--- src/credit_fifo.sv ---
`default_nettype none

module credit_fifo #(
  parameter type payload_t = logic,
  parameter int  DEPTH     = 2
) (
  input  wire      clk,
  input  wire      rst,
  input  wire      in_valid,
  output logic     in_ready,
  input  payload_t in_data,
  output logic     out_valid,
  input  wire      out_ready,
  output payload_t out_data
);

  localparam int PTR_W = (DEPTH > 1) ? $clog2(DEPTH) : 1;
  localparam int CNT_W = $clog2(DEPTH + 1);

  payload_t           mem [DEPTH];
  logic [PTR_W-1:0]   wr_ptr;
  logic [PTR_W-1:0]   rd_ptr;
  logic [CNT_W-1:0]   count;
  logic               do_wr;
  logic               do_rd;

  assign in_ready  = (count != CNT_W'(DEPTH));
  assign out_valid = (count != '0);
  assign out_data  = mem[rd_ptr];

  assign do_wr = in_valid && in_ready;
  assign do_rd = out_valid && out_ready;

  // Storage array
  always_ff @(posedge clk)
  begin
    if (do_wr)
      mem[wr_ptr] <= in_data;
  end

  always_ff @(posedge clk)
  begin
    if (!rst)
    begin
      wr_ptr <= '0;
      rd_ptr <= '0;
      count  <= '0;
    end
    else
    begin
      if (do_wr)
        wr_ptr <= (wr_ptr == PTR_W'(DEPTH - 1)) ? '0 : wr_ptr + 1'b1;
      if (do_rd)
        rd_ptr <= (rd_ptr == PTR_W'(DEPTH - 1)) ? '0 : rd_ptr + 1'b1;
      // Occupancy holds when both sides move
      case ({do_wr, do_rd})
        2'b10:   count <= count + 1'b1;
        2'b01:   count <= count - 1'b1;
        default: count <= count;
      endcase
    end
  end

endmodule

`default_nettype wire

--- config.mk ---
export PLATFORM = sky130hd
export DESIGN_NAME = credit_fifo
export DESIGN_NICKNAME = d
export VERILOG_FILES = /design/src/credit_fifo.sv
export SDC_FILE = /design/constraint.sdc
export NUM_CORES = 1
export LEC_CHECK = 0
export BUFFER_PORTS_ARGS = -buffer_cell sky130_fd_sc_hd__buf_2
export CAP_MARGIN = 10
export CORE_AREA = 2 2 39 41
export CTS_BUF_LIST = sky130_fd_sc_hd__clkbuf_16
export DETAILED_ROUTE_END_ITERATION = 10
export DIE_AREA = 0 0 41 43
export SYNTH_ARGS = -nofsm -noshare
export SYNTH_HDL_FRONTEND = slang
export SYNTH_SLANG_ARGS = --single-unit
export TNS_END_PERCENT = 1
--- constraint.sdc ---
create_clock -name clk -period 1.6 [get_ports clk]
set_input_delay 0.24 -clock clk [delete_from_list [all_inputs] [get_ports clk]]
set_output_delay 0.24 -clock clk [all_outputs]
set_load 0.05 [all_outputs]
Yosys cells after proc, flatten, opt, wreduce, memory -nomap -nowiden --
Memory sizes are Yosys's and may differ from the RTL's. A register that Yosys moved wholly into a read port is not among the register bits. Index checks and enable logic that the tools add are counted.
Word-level totals: bits in registers 4, RAM bits 2, word-level logic and storage cells 22, memories kept 1
Cells by class: add/subtract/negate cells 4, equality and inequality tests 3, mux-type cells 7, reduce and logical (&&, ||, !) cells 4
Memories:
- mem | words 2, bits a word 1, rd ports 1, clocked after Yosys merged registers in 1, wr ports 1, line 20 | payload_t mem [DEPTH];
Operator list (number):
- $mux 1 | 6
- $pmux 2 s2 | 1
- $reduce_bool 2->1 | 2
- $add 1x1->1 const B | 2
- $add 2x1->2 const B | 1
- $eq 2x1->1 const B | 1
- $eq 2x2->1 const B | 1
- $logic_and 1x1->1 | 2
- $ne 2x2->1 const B | 1
- $sub 2x1->2 const B | 1

Depth between registers and ports, before layout --
depth after elaboration 4, gate-level depth with buffers 6, mapped depth without buffers 6

Least setup slack after synthesis --
No wires, ideal clock.
kind reg2reg, start register count[0], end register count[1], setup time 70 ps, arrival time 1795 ps, required time 1530 ps, setup slack -265 ps, cell stages (with the launch flop) 6, buffers on the path 0, path through dfxtp_1 > nand2b_1 > nand2_1 > ha_1 > or3_1 > a21boi_1
On the way: longest elaborated chain between the ends 4, elaborated cells on any way between the ends 10
RTL lines:
- from (decl) | line 23 | logic [CNT_W-1:0] count;
- from (signal assigned) | line 57 | 2'b10: count <= count + 1'b1;
- from (signal assigned) | line 58 | 2'b01: count <= count - 1'b1;
- from (signal assigned) | line 59 | default: count <= count;
- $ne 2x2->1 * | line 27 | assign in_ready = (count != CNT_W'(DEPTH));
- net in_ready | line 10 | output logic in_ready,
- $logic_and 1x1->1 * | line 31 | assign do_wr = in_valid && in_ready;
- $eq 2x1->1 / $eq 2x2->1 (equally long branches) | line 56 | case ({do_wr, do_rd})
- $pmux 2 s2 / $reduce_bool 2->1 (equally long branches)
Mark *: on every way through the listed nets, which the timed path passes. The rest lies on a longest branch. A chain may end at the register's enable or synchronous reset.

Final worst setup path --
start register count[0], end register count[1]
On the way: longest elaborated chain between the ends 4, elaborated cells on any way between the ends 10
RTL lines (line):
- $ne 2x2->1 / $reduce_bool 2->1 (equally long branches) | 27, 28
- $logic_and 1x1->1 (on tied branches) | 31, 32
- $eq 2x1->1 / $eq 2x2->1 (equally long branches) | 56
- $pmux 2 s2 / $reduce_bool 2->1 (equally long branches)
Several ways; a longest one is shown, not always the timed one.

==> results.yml <==
outcome:
  status: "finished clean"
cts:
  cts_buffer_depth: 2
  numCtsBuffers: 3
  tritoncts: "yes"
  cts_setup_buffers: 0
  cts_sinks: 7
  clock_latency_ns: 0.23
  path_clk_slew_ns: 0.04
  htree_levels: 1
  cts_root_buf: "clkbuf_16"
power:
  leakage_nw: 0.1973
  ir_drop_v: 0.001138
  powerDensity_nw_per_um2: 2465
  p_total_mw: 1.126
setup_path:
  timing.rr.start: "count[0]$_SDFFE_PN0P_"
  cp-end-kind: "register"
  crit_path_max_fanout: 5
  worst_ep_required_time_ns: 1.76
  criticalPathCategory: "register to register"
  startpoint: "count[0]$_SDFFE_PN0P_"
  startpoint_type: "register"
  r2r_end: "count[1]$_SDFFE_PN0P_"
  crit_arrival_ns: 1.58
  rr_worst_depth: 5
  regToRegSetupSlack_ns: 0.18
yosys:
  synth_largest_area_cell: "dfxtp_1"
  syn_nets: 33
  ys_types: 19
  syn_inst: 27
  yosysTopAreaCellShare_pct: 32.65
  yosys-top-cells-area: "dfxtp_1, edfxtp_1, xnor2_1, ha_1, nor2b_1"
  seq_area_frac_synth_pct: 52.24
  avgSynthCellArea_um2: 11.35
  ys_ff_latch: 7
  synth_warnings: 0
  synth_area_um2: 306.5
sta:
  maxSlewViolCount: 0
  finalSetupTns_ns: 0
  worstMarginPinSlew_ns: 0.2479
  max_slew_margin_pct: 83.59
  rsz0062_at_grt: "no"
  fin_skew_ns: 0.001668
  fin_crit_ns: 1.419
  hold_ws_ns: 0.2030
  setup_slack_ns: 0.1806
  period_share_pct: 88.71
  hold_viol: 0
  setup_viol: 0
  fmax_mhz: 704.5
drt:
  wirelength_um: 510
  via_per_inst: 4.018
  wl_per_cell_um: 9.273
  via_count: 221
  drt-initial-drc-count: 7
  dr.pass1.iters: 2
  ant_nets: 0
  drc: 0
grt:
  grt_use_total_pct: 8.249
  grt_max_degree: 6
  grt_pass1_vias: 215
  antenna_found_initial: 0
  overflow: 0
  grt_pass1_wl_um: 848
placement:
  gp_congestion: 0.6165
  pre_cts_ws_ns: 0.1107
  portBuffers: 7
final_layout:
  final_util_pct: 33.00
  nets: 46
  mostFrequentLayoutCells: "buf_2, dfxtp_1, xnor2_1, clkbuf_16"
  drive_gt1_share_pct: 41.03
  register_area_um2: 161.4
  layout_commonest_cell: "buf_2"
  area_growth_syn_to_layout_pct: 48.98
  antenna_cells: 0
  nFillCells: 149
  multi_input_area_um2: 150.1
hold_path:
  hold_path_depth: 1
  min_to: "mem[1]$_DFFE_PP_"
  hp-class: "input port to register"
  holdCritStartpoint: "in_data"
die:
  core-area_um2: 1384
  rows: 14
  initial_core_util_pct: 22.15
  num_io_pins: 8
  dieArea_um2: 1763
  dieHeight_um: 43
  die_w_um: 41
run:
  cap_violations: 0
layer usage:
metal	wire (um)	up-vias	global-route usage (%)
met5	0	-	0
met4	0	0	6.000
met3	71	0	7.853
met2	219	10	9.375
met1	218	94	9.061
li1	-	117	-
logic make-up after synthesis:
kind of cell	after synthesis	synth area share, %
mux	1	3.673
flops	7	52.25
simple gates	9	17.96
compound gates	5	12.25
xor+xnor	3	8.573
buf+inv	1	1.223
fa+ha+maj	1	4.081
worst max-delay path by stage:
stage | end | slack, ns | depth (start not counted)
after floorplan | count[1]$_SDFFE_PN0P_ | 0.04 | 5
after global placement | count[1]$_SDFFE_PN0P_ | 0.13 | 6
after detailed placement | count[1]$_SDFFE_PN0P_ | 0.11 | 5
after CTS | count[1]$_SDFFE_PN0P_ | 0.1 | 6
after global routing | count[1]$_SDFFE_PN0P_ | 0.08 | 6
final | count[1]$_SDFFE_PN0P_ | 0.18 | 5
synth_stat cells, drive strengths merged:
cell type / count
and2: 1
or3: 1
dfxtp: 5
and3: 1
a21boi: 2
a21bo: 1
o21ai: 1
mux2: 1
nand2b: 1
nand3b: 1
inv: 1
or2: 1
nand2: 1
ha: 1
xnor2: 3
o21a: 1
nor2b: 2
edfxtp: 2
worst max-delay path: stages, from the launching register on:
cell	delay, ns
dfxtp_2	0.36
nand2b_4	0.16
nand2_1	0.06
ha_1	0.29
or3_1	0.34
a21boi_1	0.13
where the power goes:
part / internal, mW / switching [mW] / leakage (nW)
clock: 0.324 / 0.0892 / 0.0423
sequential: 0.245 / 0.0477 / 0.0602
combinational: 0.180 / 0.239 / 0.0948
total: 0.750 / 0.376 / 0.197
per-stage QoR:
stage / instance area [um^2] / instances
global placement: 376.6 / 51
global route: 456.7 / 55
floorplan: 314.1 / 27
detailed placement: 376.6 / 51
finish: 456.7 / 55
CTS: 455.4 / 55
what timing repair did:
action                                  CTS  global route
endpoints found under the setup margin    0             1
gates resized for setup                   0             1
hold buffers                              0             0
cell type report:
class	instances	share of cell area (%)
Inverter	1	0.8219
Multi-Input combinational cell	19	32.88
Sequential cell	7	35.34
Timing Repair Buffer	8	9.315
Clock buffer	3	16.44
Tap cell	16	4.384
Clock inverter	1	0.8219
Note: power is estimated with default switching activity, not from simulation.
