[src/mopshub_pkg.sv]
`default_nettype none

package mopshub_pkg;

  // Hub size and line format
  localparam int N_BUSES     = 8;
  localparam int BUS_ID_BITS = 5;
  localparam int MSG_BITS    = 71;

  // Queue depths and credit amounts
  localparam int DOWN_DEPTH = 4;
  localparam int CHAN_DEPTH = 2;
  localparam int UP_CREDITS = 4;

  // Message as it travels on a bus line, MSB first
  typedef struct packed {
    logic [10:0] id;
    logic [3:0]  len;
    logic [55:0] payload;
  } can_msg_t;

  // Link-side frame, same layout in both directions
  typedef struct packed {
    logic [BUS_ID_BITS-1:0] bus_id;
    can_msg_t               msg;
  } elink_frame_t;

  // One bit per bus
  typedef logic [N_BUSES-1:0] bus_mask_t;

endpackage

`default_nettype wire

[src/downlink_router.sv]
`default_nettype none

module downlink_router (
  input  wire                       clk,
  input  wire                       rst,
  input  wire                       in_valid,
  output logic                      in_ready,
  input  mopshub_pkg::elink_frame_t in_data,
  output mopshub_pkg::bus_mask_t    chan_valid,
  input  mopshub_pkg::bus_mask_t    chan_ready,
  output mopshub_pkg::can_msg_t     chan_msg,
  output logic                      down_credit,
  output logic [7:0]                drop_count
);

  logic                   bus_ok;
  mopshub_pkg::bus_mask_t sel_mask;
  logic                   consumed;

  assign bus_ok = (in_data.bus_id <
                   mopshub_pkg::BUS_ID_BITS'(mopshub_pkg::N_BUSES));

  // One-hot channel select, empty for a bad bus number
  assign sel_mask = bus_ok ? (mopshub_pkg::bus_mask_t'(1) << in_data.bus_id) : '0;

  assign chan_valid = in_valid ? sel_mask : '0;
  assign chan_msg   = in_data.msg;

  // Bad frames are taken at once, good ones wait for the channel
  assign in_ready = !bus_ok || (|(chan_ready & sel_mask));
  assign consumed = in_valid && in_ready;

  always_ff @(posedge clk)
  begin
    if (!rst)
    begin
      down_credit <= 1'b0;
      drop_count  <= '0;
    end
    else
    begin
      down_credit <= consumed;
      // Saturates at 255
      if (in_valid && !bus_ok && drop_count != 8'hFF)
        drop_count <= drop_count + 1'b1;
    end
  end

endmodule

`default_nettype wire

[config.mk]
export PLATFORM = sky130hd
export DESIGN_NAME = downlink_router
export DESIGN_NICKNAME = d
export VERILOG_FILES = /design/src/mopshub_pkg.sv /design/src/downlink_router.sv
export SDC_FILE = /design/constraint.sdc
export NUM_CORES = 1
export LEC_CHECK = 0
export BUFFER_PORTS_ARGS = -buffer_cell sky130_fd_sc_hd__buf_4
export CORE_AREA = 2 2 67 69
export CTS_BUF_LIST = sky130_fd_sc_hd__clkbuf_8 sky130_fd_sc_hd__clkbuf_16
export DETAILED_ROUTE_END_ITERATION = 10
export DIE_AREA = 0 0 69 71
export PLACE_DENSITY = 0.78
export SYNTH_ARGS = -nofsm -noshare
export SYNTH_HDL_FRONTEND = slang
export SYNTH_SLANG_ARGS = --single-unit
[constraint.sdc]
create_clock -name clk -period 2.4 [get_ports clk]
set_input_delay 0.36 -clock clk [delete_from_list [all_inputs] [get_ports clk]]
set_output_delay 0.36 -clock clk [all_outputs]
set_load 0.005 [all_outputs]
# After elaboration in Yosys (flattened, before gate mapping)
# Index checks and enable logic that the tools add are counted.
word_totals:
  in_bits: 87
  wordCells: 15
  register_bits: 9
classes:
  bitwise: 1
  n_mux: 2
  n_addsub: 1
  order_cmp: 1
  n_reduce_logical: 6
  n_shift: 1
  n_eq_ne: 1
ops:
  columns: ["cell", "n"]
  rows:
  - ["$mux W8", 2]
  - ["$add A8 B1 Y8 const B", 1]
  - ["$and A8 B8 Y8", 1]
  - ["$ne A8 B8 Y1 const B", 1]
  - ["$reduce_or A8 Y1", 1]
  - ["$shl A1 B5 Y8 const A", 1]
  - ["$lt A5 B4 Y1 const B", 1]
  - ["$logic_and A1 B1 Y1", 3]
  - ["$logic_not A1 Y1", 1]
  - ["$logic_or A1 B1 Y1", 1]

# Longest topological paths before layout
# Gate-level depths: netlist of run 1.
depth:
  depth_word: 6
  depth_mapped: 5
  mapped_depth_nobuf: 5

# Least setup slack after synthesis of run 1
# OpenSTA, ideal clock, no wires.
synth_path:
  path_kind: "in2out"
  from: "in in_data[72] in the netlist's numbering"
  to: "out in_ready"
  n_path_buf: 1
  required_time_ns: 2.040
  arrival_time_ns: 1.112
  path_slack_ns: 0.928
  cell_stages: 4
  path_cell_list: "buf_6 -> mux4_2 -> inv_1 -> o2111ai_2"
synth_via:
  elab_chain_len: 5
synth_lines:
  columns: ["item", "line_no", "rtl"]
  rows:
  - ["start: declaration", "downlink_router.sv:8", "input mopshub_pkg::elink_frame_t in_data,"]
  - ["$lt A5 B4 Y1 or $shl A1 B5 Y8 (tied branches)", "downlink_router.sv:20, downlink_router.sv:24", null]
  - ["$mux W8", "downlink_router.sv:24", "assign sel_mask = bus_ok ? (mopshub_pkg::bus_mask_t'(1) << in_data.bus_id) : '0;"]
  - ["$and A8 B8 Y8", "downlink_router.sv:30", "assign in_ready = !bus_ok || (|(chan_ready & sel_mask));"]
  - ["$reduce_or A8 Y1", "downlink_router.sv:30", null]
  - ["$logic_or A1 B1 Y1 (*)", "downlink_router.sv:30", null]
  - ["end: declaration", "downlink_router.sv:7", "output logic in_ready,"]
# Mark *: on every way between the ends. The rest lies on a longest branch, timed or not.

# Worst setup path in the final report of run 1
# Same ends and word-level chain as after synthesis.

==> reports/metrics.cfg, run 1 <==
[die]
dieArea_mm2=0.00490
core_area_mm2=0.00420
die_h_um=71
start_util=0.267
core.rowCount=24
ios=176
die_w_um=69

[placement]
dp_hpwl_um=1710
io_buffers=33
gp_congestion=0.692
placed_area_um2=886

[logic_synthesis]
synth_top_family_by_area=buffers and inverters
synth_edf_count=0
synth_area_leaders=buf_4 47%, dfxtp_1 16%, nor2_1 4.0%, nand4_1 2.2%, mux2_2 2.0%
synth-adder-area-share=0.0111
synth-seq-cells=9
synth_common_cells=71 x buf_4, 12 x nor2_1, 9 x dfxtp_1
yosysMostFrequentCell=buf_4
yosysSeqAreaShare=0.161
synth_xor_area_frac=0.0234
synth_nets=229
async_flop_share=0
synthMuxAreaShare=0.0580
syn_area_mm2=0.00112
yosys.area_share.simple=0.173
syn_avg_cell_area_um2=7.96
netlist.area_leader.share=0.475
syn_inst=141
yosys.area.top_type=buf_4
synth_compound_area_frac=0.0780
ys.flop_type=dfxtp_1
yosys_warnings=0
synth.distinct_cells=32

[drt]
vias=708
drtAntennaViolNets=0
routed_wirelength_um=2100
drt-vias-per-instance=4.51
drt-pass1-iter-count=4
drc=0
avgRoutedWirePerCell_um=13.4
initialDrtViolationCount=16

[sta]
rsz0062_at_grt=no
tightestPinTransition_ps=378
finalCriticalPeriod_ps=1680
fin_tns_setup_ps=0
min_period_over_period=0.701
finalHoldViolCount=0
skew_ps=2.04
setup_viol=0
slew_viol_final=0
max_freq_ghz=0.594
slew_headroom=0.746

[clock_tree]
clk_pin_slew_ps=40
clock-sinks=9
cts_buffers=3
post-cts-setup-buffers=0
cts_tree=yes
cts_hold_buffers=0
root_buffer=clkbuf_8
ctsResizeCount=0
insertion_delay_ps=230
htreeDepth=1
cts.path.max_buffers=2

[setup_path]
reg2reg_slack_ps=870
critical_path_class=primary input to output pin
rr_startpoint=drop_count[0]
crit_required_ps=2040
startpoint=in_data[72]
r2r_cells=5
r2r-end=drop_count[1]
worstPathMaxFanout=8
cp-start-kind=primary input
cp-end-kind=output pin
crit_path_end=in_ready
cp.arrival_ps=1320

[power_and_ir_drop]
powerDensity_mw_per_mm2=425
p_leak_nw=0.391
p_seq_frac=0.402
peakVddDrop_uv=106
pwr-share-clk=0.429
intPower_mw=0.304
finalPower_mw=0.396
combPwrFrac=0.169
switchingPower_mw=0.0922
switching_share=0.233

[grt]
grt_pass1_vias=651
grt-ovfl-total=0
grt_pass1_wl_um=3260
antenna_found_initial=0
grtUsageTotal=0.0838
grt_max_degree=9

[cells_and_area]
final_area_um2=931
n_antenna_cell=0
syn2layout_area_growth_pct=-17.1
fin_nets=194
drive_above_1_share=0.410
nFillCells=481

[worst_hold_path]
min_path_type=primary input to flip-flop
min_path_cells=2

[run_status]
status=completed

[run]
max-cap-violations=0

-- sequential cells by signal (all words and copies together), names as in the netlist --
signal	count
drop_count	8
down_credit	1
-- metrics by stage --
stage               cells  worst slack (ps)  hold WS (ps)  utilization
floorplan             141               928           504            -
global placement      153               733           522        0.211
detailed placement    153               714           530        0.211
CTS                   157               711           392        0.221
global route          157               653           394        0.221
finish                157               717           389        0.221
-- layout by cell type (no fill, tap or decap), drive strengths merged --
master,synthesis,final
xor2,1,1
nand3,4,4
mux2i,2,2
o2111ai,1,1
nand3b,2,2
nor3,2,2
nor2,13,13
o211ai,1,1
and3,2,2
o21bai,1,1
mux2,2,2
or2b,1,1
clkbuf,0,3
mux4,1,1
nand2,4,4
nor4,1,1
buf,73,33
a211oi,2,2
nor3b,1,1
o21a,1,1
inv,2,3
nand2b,2,2
xnor2,2,2
a21oi,3,3
dfxtp,9,9
a2111oi,1,1
nand4,4,4
o21ai,1,1
and4,1,1
ha,1,1
-- metal layers --
layer,vias to the layer above,track usage,part of all wire
met5,-,0,0
met4,0,0.0850,0.064
met3,24,0.0613,0.15
met2,43,0.106,0.41
met1,309,0.0864,0.37
li1,332,-,-
-- worst max-delay path, stage by stage --
cell	delay [ps]
buf_4	120
mux4_2	490
inv_1	80
o2111ai_2	110
buf_4	160
-- cell families after synthesis --
| family | count (synthesis) |
|---|---|
| XOR/XNOR | 3 |
| multiplexers | 5 |
| adder cells (fa/ha/maj) | 1 |
| buffers and inverters | 75 |
| AND/OR/NAND/NOR | 37 |
| flip-flops | 9 |
| AO/OA/AOI/OAI | 11 |
-- power groups by stage --
stage,Sequential [mW],Clock [mW],Combinational [mW]
2_1_floorplan,0.162,0,0.128
3_5_place_dp,0.162,0,0.0676
6_report,0.159,0.170,0.0669
4_1_cts,0.159,0.175,0.0680
5_1_grt,0.159,0.186,0.0744
3_3_place_gp,0.162,0,0.0662
-- worst min-delay path by stage --
| stage | from | end |
|---|---|---|
| 6_report | rst | down_credit |
| 4_1_cts | rst | down_credit |
| 3_3_place_gp | drop_count[3] | drop_count[3] |
| 3_5_place_dp | drop_count[3] | drop_count[3] |
| 5_1_grt | rst | down_credit |
| 2_1_floorplan | rst | drop_count[3] |
-- final cells by class --
type | count | area, µm² | area share
Timing Repair Buffer | 33 | 248 | 0.266
Inverter | 2 | 7.51 | 0.00806
Clock inverter | 1 | 3.75 | 0.00403
Multi-Input combinational cell | 57 | 385 | 0.414
Clock buffer | 3 | 41.3 | 0.0444
Tap cell | 52 | 65.1 | 0.0699
Sequential cell | 9 | 180 | 0.194
(Power assumes the default switching activity.)
==> run 2, diff against run 1 <==
CORE_AREA = not set   (was 2 2 67 69)
CORE_UTILIZATION = 26   (was not set)
DIE_AREA = not set   (was 0 0 69 71)
clock period = 1.53 ns   (was 2.4 ns; I/O delays follow)
==> reports/metrics.cfg, run 2 (synthesized netlist as in run 1, its figures left out) <==
[power_and_ir_drop]
switching_share=0.236
peakVddDrop_uv=288
p_seq_frac=0.393
pwr-share-clk=0.428
combPwrFrac=0.178
intPower_mw=0.480
p_leak_nw=0.397
switchingPower_mw=0.148
powerDensity_mw_per_mm2=669

[clock_tree]
clock-sinks=9
cts_buffers=3
clk_pin_slew_ps=40
post-cts-setup-buffers=0
root_buffer=clkbuf_8
cts.path.max_buffers=2
htreeDepth=1
cts_tree=yes
insertion_delay_ps=230

[worst_hold_path]
min_path_type=primary input to flip-flop
min_path_cells=2

[run]
max-cap-violations=0

[cells_and_area]
most-common-layout-cells=34 x buf_4, 12 x nor2_1, 9 x dfxtp_1
n_antenna_cell=0
top_regs=drop_count (8), down_credit (1)
syn2layout_area_growth_pct=-16.3
final_util=0.230
final_area_um2=940
seqCellArea_um2=180
largest_reg_flops=8
drive_above_1_share=0.425
multi_input_area_um2=389
final_common_cell=buf_4
nFillCells=457
fin_nets=195
largest-register=drop_count

[drt]
routed_wirelength_um=2130
avgRoutedWirePerCell_um=13.6
drc=0
drt-vias-per-instance=4.52
drtAntennaViolNets=0
initialDrtViolationCount=16
vias=705
drt-pass1-iter-count=4

[placement]
dp_hpwl_um=1690
place_ws_ps=49.3
gp_congestion=0.768
io_buffers=33
placed_area_um2=891

[sta]
finalCriticalPeriod_ps=1440
tightestPinTransition_ps=313
hold_ws_ps=256
fin_ws_ps=94.7
setup_viol=0
min_period_over_period=0.938
rsz0062_at_grt=no
max_freq_ghz=0.697
fin_tns_setup_ps=0
finalHoldViolCount=0
slew_headroom=0.791
skew_ps=3.88
slew_viol_final=0

[grt]
grt_max_degree=9
antenna_found_initial=0
grt_pass1_vias=667
grtUsageTotal=0.0954
grt_pass1_wl_um=3260
grt-ovfl-total=0

[setup_path]
cp.arrival_ps=1210
cp-start-kind=primary input
rr_startpoint=drop_count[1]
r2r-end=drop_count[1]
reg2reg_slack_ps=120
crit_required_ps=1300
critical_path_class=primary input to output pin
crit_path_end=in_ready
r2r_cells=5
worstPathMaxFanout=8
cp-end-kind=output pin
startpoint=in_data[72]

[die]
dieArea_mm2=0.00458
die_h_um=67.7
start_util=0.275
core_area_mm2=0.00409
ios=176
die_w_um=67.7
core.rowCount=23

[run_status]
status=completed

[run 2: worst min-delay path by stage]
stage                            from       endpoint  slack [ps]
after global placement    in_data[36]   chan_msg[36]         460
final                             rst    down_credit         260
after detailed placement  in_data[36]   chan_msg[36]         460
after global routing              rst    down_credit         270
after CTS                         rst    down_credit         260
after floorplan                   rst  drop_count[3]         370
[run 2: final cells by class]
type / count / area share
multi-input cells: 57 / 0.414
repair buffers: 34 / 0.272
flip-flops and latches: 9 / 0.192
well taps: 50 / 0.0666
clock buffers: 3 / 0.0439
inverters: 2 / 0.00799
clock inverters: 1 / 0.00399
[run 2: worst max-delay path, cell delays in order]
cell and delay [ps]:
buf_4 130, mux4_2 490, inv_1 70, o2111ai_2 120, buf_4 170
[run 2: through the flow]
step	power, mW	std cells
CTS	0.635	156
global placement	0.362	152
global route	0.659	156
floorplan	0.454	141
detailed placement	0.363	152
finish	0.628	156
[run 2: timing repair]
| item | CTS | global route |
|---|---|---|
| endpoints found under the hold margin | 0 | 0 |
| endpoints found under the setup margin | 0 | 3 |
| hold buffers | 0 | 0 |
| resized for setup | 0 | 1 |
[run 2: power groups by stage]
stage                     Combinational (mW)  Clock [mW]  Sequential, mW
after CTS                              0.112       0.276           0.247
after global placement                 0.111           0           0.251
final                                  0.112       0.269           0.247
after floorplan                        0.200           0           0.253
after detailed placement               0.112           0           0.251
after global routing                   0.125       0.287           0.248
[run 2: per-layer routing]
layer	wire length (µm)	GRT usage	vias to the layer above
met5	0	0	-
met4	97	0.0851	0
met3	298	0.0608	18
met2	857	0.118	43
met1	875	0.109	312
li1	-	-	332
