## config.mk

```make
export PLATFORM = sky130hd
export DESIGN_NAME = can_channel
export DESIGN_NICKNAME = d
export VERILOG_FILES = /design/src/mopshub_pkg.sv /design/src/credit_fifo.sv /design/src/can_channel.sv
export SDC_FILE = /design/constraint.sdc
export NUM_CORES = 1
export LEC_CHECK = 0
export BUFFER_PORTS_ARGS = -buffer_cell sky130_fd_sc_hd__clkbuf_2
export CELL_PAD_IN_SITES_DETAIL_PLACEMENT = 1
export CELL_PAD_IN_SITES_GLOBAL_PLACEMENT = 2
export CORE_MARGIN = 2
export CORE_UTILIZATION = 40
export CTS_BUF_LIST = sky130_fd_sc_hd__clkbuf_8
export DETAILED_ROUTE_END_ITERATION = 7
export GPL_TIMING_DRIVEN = 0
export MAX_ROUTING_LAYER = met4
export PLACE_DENSITY_LB_ADDON = 0.3
export SYNTH_ARGS = -nofsm -noshare
export SYNTH_HDL_FRONTEND = slang
export SYNTH_SLANG_ARGS = --single-unit
export TNS_END_PERCENT = 30
```

## constraint.sdc

```tcl
create_clock -name clk -period 7.39 [get_ports clk]
set_input_delay 1.478 -clock clk [delete_from_list [all_inputs] [get_ports clk]]
set_output_delay 1.478 -clock clk [all_outputs]
set_load 0.02 [all_outputs]
```

## src/mopshub_pkg.sv

```systemverilog
`default_nettype none

package mopshub_pkg;

  // Hub size and line format
  localparam int N_BUSES     = 8;
  localparam int BUS_ID_BITS = 5;
  localparam int MSG_BITS    = 71;

  // Queue depths and credit amounts
  localparam int DOWN_DEPTH = 4;
  localparam int CHAN_DEPTH = 2;
  localparam int UP_CREDITS = 4;

  // Message as it travels on a bus line, MSB first
  typedef struct packed {
    logic [10:0] id;
    logic [3:0]  len;
    logic [55:0] payload;
  } can_msg_t;

  // Link-side frame, same layout in both directions
  typedef struct packed {
    logic [BUS_ID_BITS-1:0] bus_id;
    can_msg_t               msg;
  } elink_frame_t;

  // One bit per bus
  typedef logic [N_BUSES-1:0] bus_mask_t;

endpackage

`default_nettype wire

```

## src/credit_fifo.sv

```systemverilog
`default_nettype none

module credit_fifo #(
  parameter type payload_t = logic,
  parameter int  DEPTH     = 2
) (
  input  wire      clk,
  input  wire      rst,
  input  wire      in_valid,
  output logic     in_ready,
  input  payload_t in_data,
  output logic     out_valid,
  input  wire      out_ready,
  output payload_t out_data
);

  localparam int PTR_W = (DEPTH > 1) ? $clog2(DEPTH) : 1;
  localparam int CNT_W = $clog2(DEPTH + 1);

  payload_t           mem [DEPTH];
  logic [PTR_W-1:0]   wr_ptr;
  logic [PTR_W-1:0]   rd_ptr;
  logic [CNT_W-1:0]   count;
  logic               do_wr;
  logic               do_rd;

  assign in_ready  = (count != CNT_W'(DEPTH));
  assign out_valid = (count != '0);
  assign out_data  = mem[rd_ptr];

  assign do_wr = in_valid && in_ready;
  assign do_rd = out_valid && out_ready;

  // Storage array
  always_ff @(posedge clk)
  begin
    if (do_wr)
      mem[wr_ptr] <= in_data;
  end

  always_ff @(posedge clk)
  begin
    if (!rst)
    begin
      wr_ptr <= '0;
      rd_ptr <= '0;
      count  <= '0;
    end
    else
    begin
      if (do_wr)
        wr_ptr <= (wr_ptr == PTR_W'(DEPTH - 1)) ? '0 : wr_ptr + 1'b1;
      if (do_rd)
        rd_ptr <= (rd_ptr == PTR_W'(DEPTH - 1)) ? '0 : rd_ptr + 1'b1;
      // Occupancy holds when both sides move
      case ({do_wr, do_rd})
        2'b10:   count <= count + 1'b1;
        2'b01:   count <= count - 1'b1;
        default: count <= count;
      endcase
    end
  end

endmodule

`default_nettype wire

```

## src/can_channel.sv

```systemverilog
`default_nettype none

module can_channel (
  input  wire                   clk,
  input  wire                   rst,
  input  wire                   tx_valid,
  output logic                  tx_ready,
  input  mopshub_pkg::can_msg_t tx_msg,
  output logic                  tx,
  input  wire                   rx,
  output logic                  rx_valid,
  input  wire                   rx_ready,
  output mopshub_pkg::can_msg_t rx_msg
);

  localparam int CNT_W = $clog2(mopshub_pkg::MSG_BITS + 1);

  mopshub_pkg::can_msg_t         q_msg;
  logic                          q_valid;
  logic                          q_ready;

  logic                          tx_busy;
  logic [CNT_W-1:0]              tx_cnt;
  logic [mopshub_pkg::MSG_BITS:0] tx_shift;

  logic                          rx_busy;
  logic                          rx_full;
  logic [CNT_W-1:0]              rx_cnt;
  logic [mopshub_pkg::MSG_BITS-1:0] rx_shift;

  credit_fifo #(
    .payload_t (mopshub_pkg::can_msg_t),
    .DEPTH     (mopshub_pkg::CHAN_DEPTH)
  ) tx_fifo_inst (
    .clk       (clk),
    .rst       (rst),
    .in_valid  (tx_valid),
    .in_ready  (tx_ready),
    .in_data   (tx_msg),
    .out_valid (q_valid),
    .out_ready (q_ready),
    .out_data  (q_msg)
  );

  // Serializer takes a new message only when idle
  assign q_ready = !tx_busy;
  assign tx      = tx_busy ? tx_shift[mopshub_pkg::MSG_BITS] : 1'b1;

  always_ff @(posedge clk)
  begin
    if (!rst)
    begin
      tx_busy <= 1'b0;
      tx_cnt  <= '0;
    end
    else if (!tx_busy)
    begin
      if (q_valid)
      begin
        tx_busy <= 1'b1;
        tx_cnt  <= '0;
      end
    end
    else if (tx_cnt == CNT_W'(mopshub_pkg::MSG_BITS))
      tx_busy <= 1'b0;
    else
      tx_cnt <= tx_cnt + 1'b1;
  end

  // Start bit in front of the message
  always_ff @(posedge clk)
  begin
    if (!tx_busy)
      tx_shift <= {1'b0, q_msg};
    else
      tx_shift <= {tx_shift[mopshub_pkg::MSG_BITS-1:0], 1'b1};
  end

  // Receive side, shift register doubles as holding register
  assign rx_valid = rx_full;
  assign rx_msg   = rx_shift;

  always_ff @(posedge clk)
  begin
    if (!rst)
    begin
      rx_busy <= 1'b0;
      rx_full <= 1'b0;
      rx_cnt  <= '0;
    end
    else
    begin
      if (rx_full && rx_ready)
        rx_full <= 1'b0;
      if (!rx_busy && !rx_full && !rx)
      begin
        rx_busy <= 1'b1;
        rx_cnt  <= '0;
      end
      else if (rx_busy)
      begin
        if (rx_cnt == CNT_W'(mopshub_pkg::MSG_BITS - 1))
        begin
          rx_busy <= 1'b0;
          rx_full <= 1'b1;
        end
        rx_cnt <= rx_cnt + 1'b1;
      end
    end
  end

  always_ff @(posedge clk)
  begin
    if (rx_busy)
      rx_shift <= {rx_shift[mopshub_pkg::MSG_BITS-2:0], rx};
  end

endmodule

`default_nettype wire

```

; Yosys cells after proc, flatten, opt, wreduce, memory -nomap -nowiden
; Memories as Yosys holds them, arrays and structs flattened. A register that Yosys moved wholly into a read port is not among the register bits.
; Cells that the tools add are included.
[totals]
regBits = 164
mem_bits_rw = 142
memories = 1
output_inout_bits = 74
[mem_list]
columns = memory, words, width, read_ports, rd_ports_with_merged_regs, wr, line_no
row1 = tx_fifo_inst.mem, 2, 71, 1, 1, 1, credit_fifo.sv:20  ; payload_t mem [DEPTH];
[op_classes]
reduce_logical = 14
n_eq_ne = 6
bitwise = 1
mux = 22
addsub = 6
[ops]
columns = op, n
row1 = $mux W71, 1
row2 = $mux W7, 3
row3 = $mux W1, 17
row4 = $add A7 B1 Y7 const B, 2
row5 = $eq A7 B7 Y1 const B, 2
row6 = $reduce_bool A2 Y1, 3
row7 = $logic_and A1 B1 Y1, 5
row8 = $logic_not A1 Y1, 4
row9 = $ne A2 B2 Y1 const B, 2
row10 = $pmux W2 S2, 1
row11 = $add A1 B1 Y1 const B, 2
row12 = $add A2 B1 Y2 const B, 1
row13 = $eq A2 B1 Y1 const B, 1
row14 = $eq A2 B2 Y1 const B, 1
row15 = $reduce_and A2 Y1, 1
row16 = $reduce_or A2 Y1, 1
row17 = $sub A2 B1 Y2 const B, 1
row18 = $not A1 Y1, 1

; Logic depth before layout (Yosys ltp)
; Gate-level depths: netlist of run 1.
[depth]
depth_word = 5
ltp_mapped = 7
depth_no_buf = 6

; Modules after synthesis
; From an unflattened synthesis of run 1, not the netlist that was laid out.
[hier_totals]
cells_unflattened = 558
area_unflattened_um2 = 10536.4
[by_module_without_submodules]
columns = mod, seq_area_each_um2, n_inst, cells_each, area_each_um2
row1 = credit_fifo, 4364.2, 1, 245, 5338.9
row2 = can_channel, 3913.8, 1, 313, 5197.5

; Least setup slack after synthesis of run 1
; Ideal clock, no wire load.
[synth_timing]
path_type = input -> register
start = input tx_valid
end = memory tx_fifo_inst.mem[1][0] (netlist name) (enable)
n_path_buf = 0
arrival_ns = 3.190
stages = 1
setup_slack_ns = 3.762
setup_ns = 0.437
required_time_ns = 6.953
path_cell_list = and3_1
[synth_via]
elab_chain_cells = 3
[synth_lines]
columns = item, line_no
row1 = start: declaration, can_channel.sv:6  ; input wire tx_valid,
row2 = $logic_and A1 B1 Y1, credit_fifo.sv:31  ; assign do_wr = in_valid && in_ready;
row3 = $mux W1, credit_fifo.sv:37  ; if (do_wr)
row4 = $mux W1 (not written as such), credit_fifo.sv:38  ; mem[wr_ptr] <= in_data;
row5 = end: declaration, credit_fifo.sv:20
; Every way passes these cells.

; Final worst setup path of run 1
[layout_timing]
start = register tx_busy
end = output tx
[layout_via]
elab_chain_cells = 1
[layout_lines]
columns = item, line_no
row1 = start: declaration, can_channel.sv:22  ; logic tx_busy;
row2 = start signal: assignment, can_channel.sv:53  ; tx_busy <= 1'b0;
row3 = start signal: assignment, can_channel.sv:60  ; tx_busy <= 1'b1;
row4 = start signal: assignment, can_channel.sv:65  ; tx_busy <= 1'b0;
row5 = $mux W1, can_channel.sv:47  ; assign tx = tx_busy ? tx_shift[mopshub_pkg::MSG_BITS] : 1'b1;
row6 = end: declaration, can_channel.sv:9  ; output logic tx,
; Every way passes these cells.

==> metrics, run 1 <==
worst reg2reg path depth 6; final slew viol count 0; crit-path max FO 10; Layout Nets 915; Vias about 5700; RSZ-0062 raised after global routing false; DP Worst Slack roughly 4.5 ns; chip width roughly 160 um; gr ovfl total 0; worst skew pair latency 0.55 ns; synth unique cells 38; Worst setup endpoint tx; FF-to-FF Start tx_busy; drt initial violations about 300; CTS tree done; Core Rows slightly below 60; post-synthesis register bit count 307; maxcap violations 0; PD cells between 300 and 400 nW/um^2; Die H about 160 um; Setup TNS 0 ns; final WL between 20 and 25 mm; reg-to-reg endpoint tx_fifo_inst.count[1]; I/O Pins 150; final worst setup slack 3.927 ns; H-tree Lvls 2; Total GRT Usage approximately 16%; leak pwr approximately 0.0047 uW; starting density of the core between 40 and 50%; CP Class reg -> out; leading area contributor after synthesis edfxtp_1; share of layout cells above drive strength 1 ~27%; die area around 27000 um^2; post-route ant nets 0; Final Hold Fails 0; Residual DRC 0; Clk pin slew, worst setup/hold paths 0.06 ns; final setup fails 0; WL per Instance about 17 um; ys async rst share 0%; DR vias/cell roughly 4.7; # fillers 2541; EDFF count, synth between 200 and 250; core area between 20000 and 30000 um^2; post-CTS setup repair buffer count 0; top post-synthesis cells by area edfxtp_1, dfxtp_1, mux2i_1, o21ai_0, nand2_1; gpl congestion 0.7500; min Tclk post-route roughly 3.5 ns; outcome finished clean; Peak VDD IR 150.3 uV; DP Wirelength around 14 mm; Hold Crit Class reg -> reg; Area Overhead vs Synth 20.87%; synth warn 0; post-route total power about 4400 uW; worst slew pin tran between 0.9 and 1 ns; Critical Path RT 5.91 ns; register-to-register setup slack 5.30 ns; vias in the first global route 6291; Final period util 46.87%; synthesized area 10280 um^2; worst path arrival time ~2.0 ns; IO buf count between 100 and 150; Synth Area per Inst between 15 and 20 um^2; first-pass GRT wire length 32.46 mm; sequential share of the synthesized area approximately four fifths; CTS Buffer Depth 3; initial antenna violation count 0; Post-Synthesis Cells around 630; Syn Nets between 700 and 800; post-route clock skew 0.01721 ns; startpoint types flop; number of diodes 0; crit path from tx_busy; CTS Buf Count 49; CP endpoint kind output port; slew margin rel. a little over a third; clock root buffer clkbuf_8; largest net degree at the start of global routing 39; Clock Sinks 307; FMAX 288.7 MHz; Yosys top cell area share between 60% and 70%; PostCTS Resize Cnt 0; Synth Flop Type edfxtp_1; CTS hold repair buffers 0; TritonRoute pass-1 iters 4
## stage by stage
step	hold slack [ns]	utilization, %	area (um^2)	cells
2_1_floorplan	0.4014	-	10280	632
3_3_place_gp	0.4127	45.41	11440	1111
3_5_place_dp	0.4206	45.69	11500	1114
4_1_cts	0.4338	49.33	12420	1205
5_1_grt	0.4455	49.33	12420	1205
6_report	0.4249	49.33	12420	1205
## Yosys cell counts (all sizes together) (3+ instances only)
master / instances
xor2: 6
nand2: 79
buf: 19
nand3: 5
inv: 4
edfxtp: 213
ha: 4
a21oi: 11
nor2: 10
and3: 3
o22ai: 3
mux2i: 70
nand2b: 3
o21ai: 74
or3: 5
clkbuf: 6
nand4: 3
dfxtp: 94
## final cells by class
class                           instances  area [um^2]  area share, %
Tap cell                              330        412.9          3.324
Sequential cell                       307         8279          66.65
Inverter                                5        21.27         0.1712
Clock inverter                         35        146.4          1.178
Timing Repair Buffer                  152        805.8          6.487
Buffer                                 25        126.4          1.017
Multi-Input combinational cell        295         1859          14.97
Clock buffer                           56        770.7          6.205
## where the power goes
part           switching (uW)  leakage, uW  total (uW)  internal (uW)
clock                     632     0.000571        1330            693
combinational             479      0.00132         776            297
sequential                119      0.00279        2340           2220
## cells by family after synthesis
kind of cell             share of synthesized area, %
flip-flops                                      80.55
AND/OR/NAND/NOR                                 4.992
AO/OA/AOI/OAI                                   5.065
multiplexers                                    6.818
buffers and inverters                           1.412
XOR/XNOR                                       0.6818
adder cells (fa/ha/maj)                        0.4870
## worst min path at each step
stage               slack [ns]          from  cells past startpoint      endpoint
global route              0.45  tx_shift[39]                      2  tx_shift[40]
finish                    0.42   tx_shift[1]                      2   tx_shift[2]
global placement          0.41  tx_shift[21]                      2  tx_shift[22]
detailed placement        0.42  tx_shift[67]                      2  tx_shift[68]
CTS                       0.43   tx_shift[3]                      2   tx_shift[4]
floorplan                 0.40  tx_shift[67]                      2  tx_shift[68]
## critical path, cell delays in order, from the launching register on
cell and delay [ns]:
dfxtp_1 0.58, buf_4 0.25, buf_2 0.30, nand2b_1 0.13, clkbuf_2 0.18
## registers in the layout (all words and copies together) (netlist names), named ones only
| register | cells |
|---|---|
| tx_fifo_inst.mem | 142 |
| tx_shift | 72 |
| rx_msg | 71 |
| rx_cnt | 7 |
| tx_cnt | 7 |
| tx_fifo_inst.count | 2 |
| rx_busy | 1 |
| rx_valid | 1 |
| tx_busy | 1 |
| tx_fifo_inst.rd_ptr | 1 |
| tx_fifo_inst.wr_ptr | 1 |
## per-layer routing
| metal | track usage, % | share of wire (%) | vias up |
|---|---|---|---|
| met2 | 27.14 | 52 | 127 |
| met5 | - | 0 | - |
| met4 | 5.303 | 2.0 | 0 |
| li1 | - | - | 2748 |
| met1 | 18.88 | 41 | 2809 |
| met3 | 3.258 | 4.5 | 32 |
## cell usage in the layout, fill, tap and decap left out, types with 10 or more instances in the layout
cell,instances
edfxtp_1,213
clkbuf_2,149
dfxtp_1,93
nand2_1,79
o21ai_0,74
mux2i_1,70
clkbuf_8,56
inv_1,30
buf_2,17
a21oi_1,11
nor2_1,10
No activity file was read; power rests on OpenSTA's default activity.
==> run 2, diff against run 1 <==
--- a/config.mk
+++ b/config.mk
@@ -9,7 +9,7 @@
 export CELL_PAD_IN_SITES_DETAIL_PLACEMENT = 1
 export CELL_PAD_IN_SITES_GLOBAL_PLACEMENT = 2
 export CORE_MARGIN = 2
-export CORE_UTILIZATION = 40
+export CORE_UTILIZATION = 38
 export CTS_BUF_LIST = sky130_fd_sc_hd__clkbuf_8
 export DETAILED_ROUTE_END_ITERATION = 7
 export GPL_TIMING_DRIVEN = 0
==> constraint.sdc (replaced) <==
create_clock -name clk -period 3 [get_ports clk]
set_input_delay 0.6 -clock clk [delete_from_list [all_inputs] [get_ports clk]]
set_output_delay 0.6 -clock clk [all_outputs]
set_load 0.02 [all_outputs]
==> run 2 against run 1 <==
Count of clock-buffer cells in the layout increased by 8. Clock power increased to 2.7 times the previous value. Sequential cell count unchanged. Register-to-register slack got worse by 4.4 ns. Critical endpoint unchanged. Critical path type unchanged. Largest power group unchanged.
==> metrics, run 2 (synthesized netlist as in run 1, its figures left out) <==
vias in the first global route 6308 (+0.27%); worst slew pin tran 1.033 ns (+0.06763 ns); worst hold slack 0.2307 ns (-0.1942 ns); Crit path max-delay family buffers and inverters; worst skew pair latency 0.55 ns (about the same); DP Area 11520 um^2 (+0.12%); Seq pwr share 51.1% (-1.6 points); Core Rows 60 (+3.4%); Crit-path slowest cell dfxtp_1; Setup TNS 0 ns (unchanged); H-tree Lvls 2 (unchanged); Total GRT Usage 15.38% (-0.54 points); IO buf count 149 (unchanged); leak pwr 0.004704 uW (+0.46%); gr ovfl total 0 (unchanged); Layout Nets 917 (+0.22%); chip width 168.5 um (+2.5%); most common cell after layout, fill and taps aside edfxtp_1; CTS tree done; post-route clock skew 0.01476 ns (-0.002449 ns); Clock Sinks 307 (unchanged); highest-count cells in the layout ignoring fill and taps edfxtp_1, clkbuf_2, dfxtp_1, nand2_1, o21ai_0; Clock power frac 32.0% (+2.1 points); DP Wirelength 13.50 mm (-0.62%); maxcap violations 0 (unchanged); Multi-input gate area 1859 um^2 (unchanged); switching power of the nets 3061 uW (+150%); I/O Pins 150 (unchanged); Area Overhead vs Synth 22.11%; worst path arrival time 1.94 ns (-0.05 ns); CTS Buffer Depth 3 (unchanged); final worst setup slack 0.4615 ns (-3.465 ns); post-route ant nets 0 (unchanged); final slew viol count 0 (unchanged); CP endpoint kind output port; max reg flops 142 (unchanged); Int Power 8195 uW (+160%); FF/Latch Area 8279 um^2 (unchanged); CTS Buf Count 51 (+4.1%); Final period util 84.62%; Clk pin slew, worst setup/hold paths 0.06 ns (about the same); final setup fails 0 (unchanged); Final Hold Fails 0 (unchanged); slew margin rel. 30.57% (-4.5 points); core area 26730 um^2 (+6.1%); startpoint types flop; min Tclk post-route 2.539 ns; DP Worst Slack 0.8531 ns (-3.613 ns); drt initial violations 313 (+4.0%); Die H 168.5 um (+2.5%); Peak VDD IR 344.2 uV (+130%); Critical Path RT 2.40 ns (-3.51 ns); Hold Crit Class in -> reg; die area 28380 um^2 (+5.1%); CP peak stage delay 0.54 ns (-0.04 ns); DR vias/cell 4.687 (-1.2%); Vias 5718 (+0.035%); # fillers 2686 (+5.7%); CP Class reg -> out; TritonRoute pass-1 iters 4 (unchanged); PostCTS Resize Cnt 0 (unchanged); Buf+Inv Stages, Crit Path 3 (unchanged); starting density of the core 38.46% (-2.4 points); RSZ-0062 raised after global routing false; first-pass GRT wire length 33.19 mm (+2.3%); initial antenna violation count 1 (+1); crit-path max FO 10 (unchanged); Comb power frac 17.0% (-0.5 points); gpl congestion 0.7317 (-2.4%); CTS hold repair buffers 0 (unchanged); WL per Instance 17.13 um (+0.88%); PD cells 896.9 nW/um^2 (+150%); Residual DRC 0 (unchanged); largest net degree at the start of global routing 44 (+13%); FMAX 393.9 MHz; final WL 20.90 mm (+2.1%); clock root buffer clkbuf_8; outcome finished clean; Sw Ratio 27.19% (-0.52 points); crit path cell chain buf_4 > buf_2 > nand2b_1 > clkbuf_2; post-CTS setup repair buffer count 0 (unchanged); Reg with most FFs tx_fifo_inst.mem; share of layout cells above drive strength 1 28.70% (+1.3 points); post-route cell area 12550 um^2 (+1.0%)
==> run 2: path summary, 6_finish.rpt <==
| kind | from | end | slack, ns | cells after the start |
|---|---|---|---|---|
| max | tx_busy | tx | 0.46 | 4 |
| min | tx_msg[62] | tx_fifo_inst.mem[0][62] | 0.23 | 1 |
| max reg2reg | tx_busy | tx_fifo_inst.count[1] | 0.91 | 6 |
| min reg2reg | tx_shift[6] | tx_shift[7] | 0.43 | 2 |
==> run 2: power groups by stage <==
stage | Combinational (uW) | Sequential [uW] | Clock [uW]
after floorplan | 1290 | 5830 | 0
after global placement | 1840 | 5840 | 0
after detailed placement | 1970 | 5830 | 0
after CTS | 1990 | 5760 | 3740
after global routing | 2190 | 5840 | 3910
final | 1910 | 5750 | 3600
==> run 2: final cells by class <==
class | instances | share of cell area [%]
antenna | 1 | 0.01994
tap | 341 | 3.400
inverter | 5 | 0.1695
timing repair buffer | 152 | 6.421
clock buffer | 64 | 7.019
clock inverter | 30 | 1.176
sequential | 307 | 65.97
multi-input combinational | 295 | 14.82
buffer | 25 | 1.007
==> run 2: metal layers <==
layer	vias to the layer above	global-route usage, %	part of all wire [%]
li1	2749	-	-
met5	-	-	0
met2	115	26.37	52
met3	53	3.086	3.6
met1	2801	17.75	41
met4	0	6.372	3.3
==> run 2: metrics by stage <==
stage	utilization [%]	instances	total power, uW
final	46.96	1220	11260
after global routing	46.96	1220	11940
after CTS	46.95	1219	11490
after detailed placement	43.10	1125	7808
after global placement	42.84	1122	7683
after floorplan	-	632	7122
==> run 3, diff against run 2 <==
--- a/config.mk
+++ b/config.mk
@@ -9,7 +9,7 @@
 export CELL_PAD_IN_SITES_DETAIL_PLACEMENT = 1
 export CELL_PAD_IN_SITES_GLOBAL_PLACEMENT = 2
 export CORE_MARGIN = 2
-export CORE_UTILIZATION = 38
+export CORE_UTILIZATION = 40
 export CTS_BUF_LIST = sky130_fd_sc_hd__clkbuf_8
 export DETAILED_ROUTE_END_ITERATION = 7
 export GPL_TIMING_DRIVEN = 0
==> constraint.sdc (replaced) <==
create_clock -name clk -period 2.6 [get_ports clk]
set_input_delay 0.52 -clock clk [delete_from_list [all_inputs] [get_ports clk]]
set_output_delay 0.52 -clock clk [all_outputs]
set_load 0.02 [all_outputs]
==> run 3 against run 2 <==
Sequential share of layout area is 0.28 points higher. Total power is 14% higher. Combinational power is 16% higher. Utilization is 2.7 points higher.
==> metrics, run 3 (synthesized netlist as in run 1, its figures left out) <==
Final period util 89.94%; die area 26990 um^2 (-4.9%); first-pass GRT wire length 32.47 mm (-2.2%); max reg flops 142 (unchanged); drt initial violations 335 (+7.0%); TritonRoute pass-1 iters 4 (unchanged); post-layout util 49.63% (+2.7 points); FF-to-FF Start tx_busy; starting density of the core 40.81% (+2.4 points); reg-to-reg endpoint tx_fifo_inst.count[1]; Hold Crit Class in -> reg; Critical Path RT 2.08 ns (-0.32 ns); CP endpoint kind output port; DR vias/cell 4.749 (+1.3%); Layout Nets 916 (-0.11%); switching power of the nets 3486 uW (+14%); Total GRT Usage 15.93% (+0.55 points); CTS Buffer Depth 3 (unchanged); WL per Instance 17.03 um (-0.54%); Final Hold Fails 0 (unchanged); Residual DRC 0 (unchanged); outcome finished clean; Clock power frac 30.8% (-1.2 points); post-route ant nets 0 (unchanged); worst slew pin tran 1.000 ns (-0.03267 ns); post-route clock skew 0.01893 ns (+0.004168 ns); initial antenna violation count 1 (unchanged); PD cells 1023 nW/um^2 (+14%); Reg with most FFs tx_fifo_inst.mem; CTS Buf Count 50 (-2.0%); RSZ-0062 raised after global routing false; largest net degree at the start of global routing 58 (+32%); crit-path max FO 10 (unchanged); IO buf count 149 (unchanged); worst skew pair latency 0.55 ns (about the same); Seq pwr share 51.9% (+0.8 points); startpoint types flop; clock root buffer clkbuf_8; CP Class reg -> out; H-tree Lvls 2 (unchanged); FMAX 427.6 MHz; Peak VDD IR 428.7 uV (+25%); post-CTS setup repair buffer count 0 (unchanged); Int Power 9296 uW (+13%); Clock Sinks 307 (unchanged); highest-count cells in the layout ignoring fill and taps edfxtp_1, clkbuf_2, dfxtp_1, nand2_1, o21ai_0; register-to-register setup slack 0.72 ns (-0.19 ns); min Tclk post-route around 2.3 ns; final WL 20.58 mm (-1.5%); worst hold slack 0.1570 ns (-0.07374 ns); core area 25180 um^2 (-5.8%); Sw Ratio 27.27% (+0.084 points); final slew viol count 0 (unchanged); Vias 5737 (+0.33%); maxcap violations 0 (unchanged); DP Wirelength 13.35 mm (-1.2%); gr ovfl total 0 (unchanged); hold-critical path depth 1 (unchanged); Comb power frac 17.3% (+0.3 points); slew margin rel. 32.76% (+2.2 points); I/O Pins 150 (unchanged); CTS hold repair buffers 0 (unchanged); share of layout cells above drive strength 1 27.94% (-0.77 points); leak pwr 0.004719 uW (+0.32%); post-route total power 12780 uW (+14%); Die H 164.3 um (-2.5%); Core Rows 58 (-3.3%); # fillers 2487 (-7.4%); final setup fails 0 (unchanged); vias in the first global route 6213 (-1.5%); gpl congestion 0.7453 (+1.9%); Hold EP tx_fifo_inst.mem[1][50]; most common cell after layout, fill and taps aside edfxtp_1; chip width 164.3 um (-2.5%); Area Overhead vs Synth 21.61%; hold path startpoint tx_msg[50]; worst reg2reg path depth 6 (unchanged); CTS tree done; Clk pin slew, worst setup/hold paths 0.06 ns (about the same); worst path arrival time 1.82 ns (-0.12 ns)
run 3: changes by cell type in the layout (fill, tap and decap cells not counted), sizes merged:
cell / before / now
inv: 19 / 32
clkinv: 15 / 3
clkbuf: 219 / 217
bufinv: 1 / 0
clkinvlp: 0 / 1
run 3: how the worst max path moves through the flow:
| stage | from | endpoint | slack [ns] | cells past startpoint |
|---|---|---|---|---|
| floorplan | rx_busy | rx_cnt[5] | -0.20 | 4 |
| CTS | tx_busy | tx | 0.04 | 4 |
| global route | tx_busy | tx | 0.15 | 4 |
| finish | tx_busy | tx | 0.26 | 4 |
| global placement | tx_fifo_inst.count[0] | tx_fifo_inst.mem[0][43] | -0.81 | 3 |
| detailed placement | tx_busy | tx_fifo_inst.count[1] | 0.56 | 6 |
run 3: final cells by class:
| cell class | count | area [um^2] | share of cell area, % |
|---|---|---|---|
| clock buffer | 62 | 853.3 | 6.828 |
| timing repair buffer | 152 | 820.8 | 6.567 |
| buffer | 25 | 126.4 | 1.011 |
| inverter | 5 | 21.27 | 0.1702 |
| clock inverter | 31 | 121.4 | 0.9711 |
| sequential | 307 | 8280 | 66.25 |
| antenna | 1 | 2.502 | 0.02002 |
| tap | 330 | 412.9 | 3.304 |
| multi-input combinational | 295 | 1859 | 14.88 |
run 3: worst max-delay path: stages (launching register included):
cell and delay (ns):
dfxtp_2 0.45, buf_4 0.22, buf_2 0.30, nand2b_1 0.14, clkbuf_2 0.18
run 3: through the flow:
stage               instance area (um^2)  std cells  TNS, ns  setup WS, ns
floorplan                          10280        632   -4.927       -0.1973
global placement                   11440       1111   -64.06       -0.8065
detailed placement                 11520       1114        0        0.5618
CTS                                12490       1207        0       0.03943
global route                       12500       1208        0        0.1461
finish                             12500       1208        0        0.2615
run 3: routing by layer:
layer | vias up | global-route usage [%] | share of wire (%)
met5 | - | - | 0
met4 | 0 | 6.419 | 2.8
met3 | 45 | 3.333 | 4.1
met2 | 121 | 26.84 | 51
met1 | 2822 | 18.68 | 42
li1 | 2749 | - | -
run 3: repair_timing:
action | CTS | global route
hold endpoints to repair | 0 | 0
gates resized for setup | 0 | 1
setup endpoints to repair | 0 | 1
run 3: power by group through the flow:
| stage | logic (uW) | clock network (uW) | registers, uW |
|---|---|---|---|
| floorplan | 1490 | 0 | 6720 |
| global placement | 2120 | 0 | 6730 |
| detailed placement | 2270 | 0 | 6730 |
| CTS | 2290 | 4090 | 6640 |
| global route | 2510 | 4310 | 6730 |
| finish | 2220 | 3930 | 6630 |
